[src/design/merge_defs.svh]
`ifndef MERGE_DEFS_SVH
`define MERGE_DEFS_SVH

// ========================================
// Merge node sizing
// ========================================

`define KEY_W           32   // Bits per key
`define KEYS_PER_TUPLE  4    // Keys per tuple word
`define FIFO_DEPTH_LOG2 4    // 16-entry FIFOs

`endif

[src/design/merge_pkg.sv]
`include "merge_defs.svh"

package merge_pkg;

   typedef logic [`KEY_W-1:0] key_t;

   // Element 0 holds the smallest key, in bits 31:0
   typedef key_t [`KEYS_PER_TUPLE-1:0] tuple_t;

   typedef enum logic {
      SEL_A,
      SEL_B
   } sel_e;

   typedef enum logic [1:0] {
      PRIME,   // Load first tuple of a new pair
      MERGE,
      FLUSH,   // Emit held tuple
      TERM     // Emit zero tuple, pop both terminators
   } node_state_e;

endpackage

[src/design/merge_control.sv]
`timescale 1ns/100ps

module merge_control (
   input  logic              i_clk,
   input  logic              i_rst_n,
   input  merge_pkg::tuple_t i_head_a,
   input  merge_pkg::tuple_t i_head_b,
   input  logic              i_a_empty,
   input  logic              i_b_empty,
   input  logic              i_out_almost_full,
   output logic              o_deq_a,
   output logic              o_deq_b,
   output logic              o_prime,
   output logic              o_load,
   output logic              o_flush,
   output logic              o_term
);

   merge_pkg::node_state_e state;
   merge_pkg::node_state_e state_nxt;
   merge_pkg::sel_e        sel;

   logic a_term;
   logic b_term;
   logic a_lte_b;
   logic heads_ok;
   logic go;

   // ========================================
   // Head decode
   // ========================================

   assign a_term   = (i_head_a[0] == '0);   // Zero lowest key ends a stream
   assign b_term   = (i_head_b[0] == '0);
   assign a_lte_b  = (i_head_a[0] <= i_head_b[0]);
   assign heads_ok = ~i_a_empty & ~i_b_empty;
   assign go       = ~i_out_almost_full;

   assign sel = (b_term || (!a_term && a_lte_b)) ? merge_pkg::SEL_A : merge_pkg::SEL_B;

   // ========================================
   // State machine
   // ========================================

   always_comb begin
      state_nxt = state;
      o_deq_a   = 1'b0;
      o_deq_b   = 1'b0;
      o_prime   = 1'b0;
      o_load    = 1'b0;
      o_flush   = 1'b0;
      o_term    = 1'b0;
      case (state)
         merge_pkg::PRIME: begin
            if (go && heads_ok) begin
               if (a_term && b_term) begin
                  state_nxt = merge_pkg::TERM;   // Empty pair, nothing held
               end else begin
                  o_prime   = 1'b1;
                  o_deq_a   = (sel == merge_pkg::SEL_A);
                  o_deq_b   = (sel == merge_pkg::SEL_B);
                  state_nxt = merge_pkg::MERGE;
               end
            end
         end
         merge_pkg::MERGE: begin
            if (go && heads_ok) begin
               if (a_term && b_term) begin
                  state_nxt = merge_pkg::FLUSH;
               end else begin
                  o_load  = 1'b1;
                  o_deq_a = (sel == merge_pkg::SEL_A);
                  o_deq_b = (sel == merge_pkg::SEL_B);
               end
            end
         end
         merge_pkg::FLUSH: begin
            if (go) begin
               o_flush   = 1'b1;
               state_nxt = merge_pkg::TERM;
            end
         end
         merge_pkg::TERM: begin
            if (go) begin
               o_term    = 1'b1;
               o_deq_a   = 1'b1;   // Both terminators leave together
               o_deq_b   = 1'b1;
               state_nxt = merge_pkg::PRIME;
            end
         end
         default: state_nxt = merge_pkg::PRIME;
      endcase
   end

   always_ff @(posedge i_clk) begin
      if (!i_rst_n) begin
         state <= merge_pkg::PRIME;
      end else begin
         state <= state_nxt;
      end
   end

endmodule

[config.mk]
export PLATFORM = sky130hd
export DESIGN_NAME = merge_control
export DESIGN_NICKNAME = d
export VERILOG_FILES = /design/src/design/merge_pkg.sv /design/src/design/merge_control.sv
export VERILOG_INCLUDE_DIRS = /design/src /design/src/design
export SDC_FILE = /design/constraint.sdc
export NUM_CORES = 1
export LEC_CHECK = 0
export BUFFER_PORTS_ARGS = -buffer_cell sky130_fd_sc_hd__buf_2
export CAP_MARGIN = 20
export CORE_AREA = 3 3 102 104
export CTS_CLUSTER_SIZE = 40
export DETAILED_ROUTE_END_ITERATION = 8
export DIE_AREA = 0 0 105 107
export PLACE_DENSITY = 0.49
export SLEW_MARGIN = 10
export SYNTH_ARGS = -nofsm -noshare
export SYNTH_HDL_FRONTEND = slang
export SYNTH_SLANG_ARGS = --single-unit
[constraint.sdc]
create_clock -name i_clk -period 3.2 [get_ports i_clk]
set_clock_uncertainty 0.05 [all_clocks]
set_input_delay 0.16 -clock i_clk [delete_from_list [all_inputs] [get_ports i_clk]]
set_output_delay 0.16 -clock i_clk [all_outputs]
set_load 0.03 [all_outputs]
==> results of run 1 <==
[power groups by stage]
stage	registers (uW)	clock network (uW)	logic, uW
6_report	37.4	97.7	220
5_1_grt	39.2	106	252
4_1_cts	37.4	101	222
3_5_place_dp	37.7	0	221
3_3_place_gp	37.6	0	216
2_1_floorplan	35.7	0	132
[worst paths after layout]
kind	end	startpoint	depth (start not counted)	slack, ns
worst max-delay path	o_deq_b	i_head_b[1]	10	0.96
worst min-delay path	state[1]$_SDFFE_PN0P_	i_rst_n	3	0.19
worst max register to register	state[0]$_SDFFE_PN0P_	state[0]$_SDFFE_PN0P_	5	1.83
worst min register to register	state[1]$_SDFFE_PN0P_	state[1]$_SDFFE_PN0P_	2	0.46
[layer usage]
| metal | up-vias | routed length (microns) | global-route usage [%] |
|---|---|---|---|
| met5 | - | 0 | 0 |
| met4 | 0 | 0 | 1.41 |
| met3 | 0 | 274 | 1.32 |
| met2 | 66 | 1770 | 11.4 |
| met1 | 603 | 2030 | 10.3 |
| li1 | 794 | - | - |
[cell families (layout without fill, tap and decap cells)]
kind of cell    after synthesis  after routing  synth area share (%)
simple gates                 63             63                  30.2
fa+ha+maj                    36             36                  37.3
compound gates               34             34                  16.9
buf+inv                      34            111                  10.6
mux                           2              2                  1.66
flops                         2              2                  3.32
[per-stage QoR]
step	hold WS, ns	std cells	instance area, sq um	total power, uW	utilization, %
finish	0.193	381	1780	355	18.5
global route	0.221	381	1780	398	18.5
CTS	0.191	381	1780	360	18.5
detailed placement	0.411	378	1740	258	18.1
global placement	0.404	378	1740	253	18.1
floorplan	0.260	171	1210	167	-
[critical path, stage by stage]
cell and delay (ns):
buf_2 0.09, inv_1 0.04, ha_1 0.29, nor2b_4 0.13
o211ai_2 0.12, a2111oi_1 0.09, or4_1 0.52, a22o_1 0.24
o22a_1 0.18, buf_2 0.17
[cell type report]
type / instances / area (sq um)
Fill cell: 1134 / 7860
Multi-Input combinational cell: 135 / 1040
Timing Repair Buffer: 74 / 370
Tap cell: 133 / 166
Inverter: 34 / 128
Clock buffer: 3 / 41.3
Sequential cell: 2 / 40.0
[synthesized netlist by cell type, types with 2 or more instances]
library cell / instances
a211oi_1: 2
a21o_1: 2
a21oi_1: 16
and2_1: 2
dfxtp_1: 2
ha_1: 36
inv_1: 34
mux2i_1: 2
nand2_1: 8
nand3_1: 2
nand4_1: 12
nor2_1: 7
nor2b_1: 5
nor4_1: 20
o21ai_0: 7
o21ai_1: 2
==> flow_summary.toml, run 1 <==
[clock_tree]
cts-hold-fix-buffers = 0
postCtsSetupBuffers = 0
htreeDepth = 1
clk_pin_slew_ns = 0.03
cts_buffer_depth = 2
cts_made_buffers = 3
clockRootBuffer = "clkbuf_8"
cts.sinks = 2
cts_tree = "done"
cts_resized = 0
insertion_delay_ns = 0.21

[routing]
drt_iter0_markers = 36
firstDrtPassIters = 4
drtAntennaViolNets = 0
via_per_inst = 3.84
num_vias = 1463
drt-total-wl_microns = 4080
wl_per_cell_microns = 10.7
drc = 0

[grt]
grt_pass1_wl_microns = 6740
grt_antenna_before_repair = 0
grt_usage_pct = 7.24
grt_max_degree = 7
grt_pass1_vias = 1443
grt_overflow = 0

[yosys]
syn_area_sq_um = 1210
synth_top_area_cell = "ha_1"
yosysWarnings = 0
synth_edf_count = 0
yosys.area.top_type_share_pct = 37.3
syn-mean-instance-area_sq_um = 7.05
ys_types = 28
synthFlopType = "dfxtp_1"
synth_top_cells_by_area = "ha_1 (37%), inv_1 (11%), nor4_1 (10%)"
ys_seq_area_share_pct = 3.32
async_reset_ff_share_pct = 0
ys_ff_latch = 2
synthCells = 171
syn-num-nets = 468

[cells_and_area]
largest_reg_flops = 2
layout.nets = 547
final_common_cell = "buf_2"
final_layout_size_suffix_gt1_share_pct = 32.3
mostFrequentLayoutCells = "buf_2 (74), ha_1 (36), inv_1 (34)"
reg_top3 = "state: 2 flops"
area_delta_synth_final_pct = 47.9
largest_register = "state"
antenna_cells = 0

[floorplanning]
ioPinCount = 267
start_util_pct = 12.5
coreArea_sq_um = 9640
die_area_sq_um = 11200
row_count = 36
die-height_microns = 107
die_x_microns = 105

[flow_run]
cap_viol_max_count = 0

[timing]
finalWorstSetupSlack_ns = 0.956
period_minus_slack_ns = 2.24
final-max-slew-violation-count = 0
hold_viol = 0
tns_ns = 0
setup_violations = 0
slew-limit-headroom_pct = 73.5
max_slew.worst_pin.slew_ns = 0.394
max_freq_mhz = 446
period_share_pct = 70.1
rsz0062_at_grt = "no"

[place]
globalplace.congestion = 0.786
portBuffers = 74
place_ws_ns = 0.938
dpl.hpwl_microns = 3830

[worst_setup_path]
path_class = "in -> out"
startpoint_type = "input pin"
critPathArrivalTime_ns = 2.03
worst_ep_required_time_ns = 2.99
crit_fanout = 2
end_kind = "primary output"

[pwr]
ir_drop_mv = 0.0491
seqPwrFrac_pct = 10.5
clkPwrFrac_pct = 27.5
comb_power_share_pct = 62.0
swShare_pct = 40.2
leakage_uw = 0.000964
p_per_area_nw_per_um2 = 199
intPower_uw = 212
power.net_switching_uw = 143

[outcome]
status = "finished, final reports clean"

[hold_path]
hold_class = "in -> reg"
Note: power is estimated with default switching activity, not from simulation.
==> inputs of run 2 (changes only) <==
CORE_AREA = 3 3 101 103   (was 3 3 102 104)
DIE_AREA = 0 0 104 106   (was 0 0 105 107)
PLACE_DENSITY = 0.52   (was 0.49)
clock period = 1.8 ns   (was 3.2 ns; I/O delays follow)
==> flow_summary.toml, run 2 (synthesis gave the netlist of run 1 again) <==
[outcome]
status = "finished with violations"
violations = "negative setup slack"

[worst_setup_path]
reg2reg_to = "state[1]$_SDFFE_PN0P_"
crit_fanout = 2
startpoint_type = "input pin"
end_kind = "primary output"
critPathArrivalTime_ns = 1.84
reg2reg_slack_ns = 0.47
r2r_start = "state[0]$_SDFFE_PN0P_"
worst_ep_required_time_ns = 1.66
path_class = "in -> out"
rr_worst_depth = 5

[pwr]
ir_drop_mv = 0.171
seqPwrFrac_pct = 8.1
clkPwrFrac_pct = 20.9
intPower_uw = 497
p_total_uw = 820
swShare_pct = 39.4
comb_power_share_pct = 71.0
p_per_area_nw_per_um2 = 326
leakage_uw = 0.00112
power.net_switching_uw = 323

[clock_tree]
cts-hold-fix-buffers = 0
htreeDepth = 1
cts_buffer_depth = 2
insertion_delay_ns = 0.21
clockRootBuffer = "clkbuf_8"
cts.sinks = 2
clk_pin_slew_ns = 0.03
cts_made_buffers = 3
cts_tree = "done"

[hold_path]
worstHoldEndpoint = "state[0]$_SDFFE_PN0P_"
whs_path_depth = 3
hold_start = "i_rst_n"
hold_class = "in -> reg"

[grt]
grt_overflow = 0
grt_usage_pct = 8.49
grt_pass1_wl_microns = 7840
grt_pass1_vias = 1737
grt_antenna_before_repair = 0
grt_max_degree = 7

[place]
globalplace.congestion = 0.748
portBuffers = 74
dpl.hpwl_microns = 3990

[timing]
rsz0062_at_grt = "yes"
max_freq_mhz = 506
tns_ns = -0.310
max_slew.worst_pin.slew_ns = 0.336
period_share_pct = 110
finalWorstSetupSlack_ns = -0.176
setup_violations = 2
slew-limit-headroom_pct = 77.4
period_minus_slack_ns = 1.98
final-max-slew-violation-count = 0
hold_viol = 0

[cells_and_area]
fillCellCount = 1016
layout.nets = 572
area_delta_synth_final_pct = 109
mostFrequentLayoutCells = "buf_2 (58), buf_4 (26), ha_4 (25)"
final_common_cell = "buf_2"
largest_register = "state"
antenna_cells = 0
final_layout_size_suffix_gt1_share_pct = 61.9
largest_reg_flops = 2
reg_top3 = "state: 2 flops"

[routing]
via_per_inst = 4.06
drtAntennaViolNets = 0
wl_per_cell_microns = 12.4
drt-total-wl_microns = 4970
drt_iter0_markers = 69
num_vias = 1632
firstDrtPassIters = 4
drc = 0

[flow_run]
cap_viol_max_count = 0

[floorplanning]
ioPinCount = 267
die_x_microns = 104
die-height_microns = 106
coreArea_sq_um = 9280
start_util_pct = 13.0
die_area_sq_um = 11000
row_count = 35
==> run 2: changes by cell type in the layout (fill, tap and decap cells not counted), moves of 13 or more <==
| cell | before | now |
|---|---|---|
| inv_1 | 34 | 16 |
| buf_4 | 0 | 26 |
| buf_6 | 0 | 13 |
| ha_4 | 0 | 25 |
| ha_1 | 36 | 10 |
| buf_2 | 74 | 58 |
==> run 2: metrics by stage <==
stage	instances	hold slack [ns]	cell area [sq um]	setup slack (ns)	util [%]
detailed placement	396	0.341	1940	-0.355	20.9
floorplan	171	0.190	1240	0.00113	-
global placement	396	0.333	1940	-0.339	20.9
CTS	400	0.123	2260	-0.172	24.4
finish	402	0.127	2520	-0.176	27.1
global route	402	0.145	2520	-0.242	27.1
==> run 2: layer usage <==
metal	vias to the layer above	share of wire, %	GRT usage (%)
met2	66	50	15.6
li1	844	-	-
met4	0	0.68	1.90
met3	4	5.3	1.28
met1	718	44	10.4
met5	-	0	0
==> run 2: cell type report <==
type | instances | area, sq um | share of cell area [%]
repair buffers | 99 | 662 | 26.3
flip-flops and latches | 2 | 40.0 | 1.59
multi-input cells | 135 | 1470 | 58.3
clock buffers | 3 | 41.3 | 1.64
inverters | 34 | 145 | 5.77
well taps | 129 | 161 | 6.41
==> run 2: timing repair <==
action,in CTS,in global routing
hold endpoints to repair,0,0
setup buffers,1,2
pin swaps,13,22
gates resized for setup,47,46
setup endpoints to repair,2,4
==> run 2: worst max-delay path by stage <==
stage / start / end / slack (ns) / depth (start not counted)
after detailed placement: i_head_b[31] / o_deq_b / -0.35 / 10
after floorplan: i_head_b[9] / o_deq_a / 0.001 / 8
after CTS: i_head_b[5] / o_deq_b / -0.17 / 10
after global routing: i_head_b[30] / o_deq_b / -0.24 / 11
after global placement: i_head_b[31] / o_deq_b / -0.34 / 10
final: i_head_b[5] / o_deq_b / -0.18 / 10
==> run 2: critical path: stages <==
cell      delay, ns
buf_8          0.10
inv_4          0.05
ha_4           0.19
a21o_1         0.16
nand3_2        0.06
a211oi_2       0.07
or4_4          0.53
a22o_4         0.26
o22a_4         0.19
buf_6          0.13
==> run 2: power groups by stage <==
stage                     registers (uW)  clock network [uW]  logic [uW]
final                               66.6                 171         582
after global routing                69.8                 184         651
after CTS                           66.5                 177         506
after detailed placement            67.0                   0         431
after global placement              66.4                   0         425
after floorplan                     63.5                   0         242
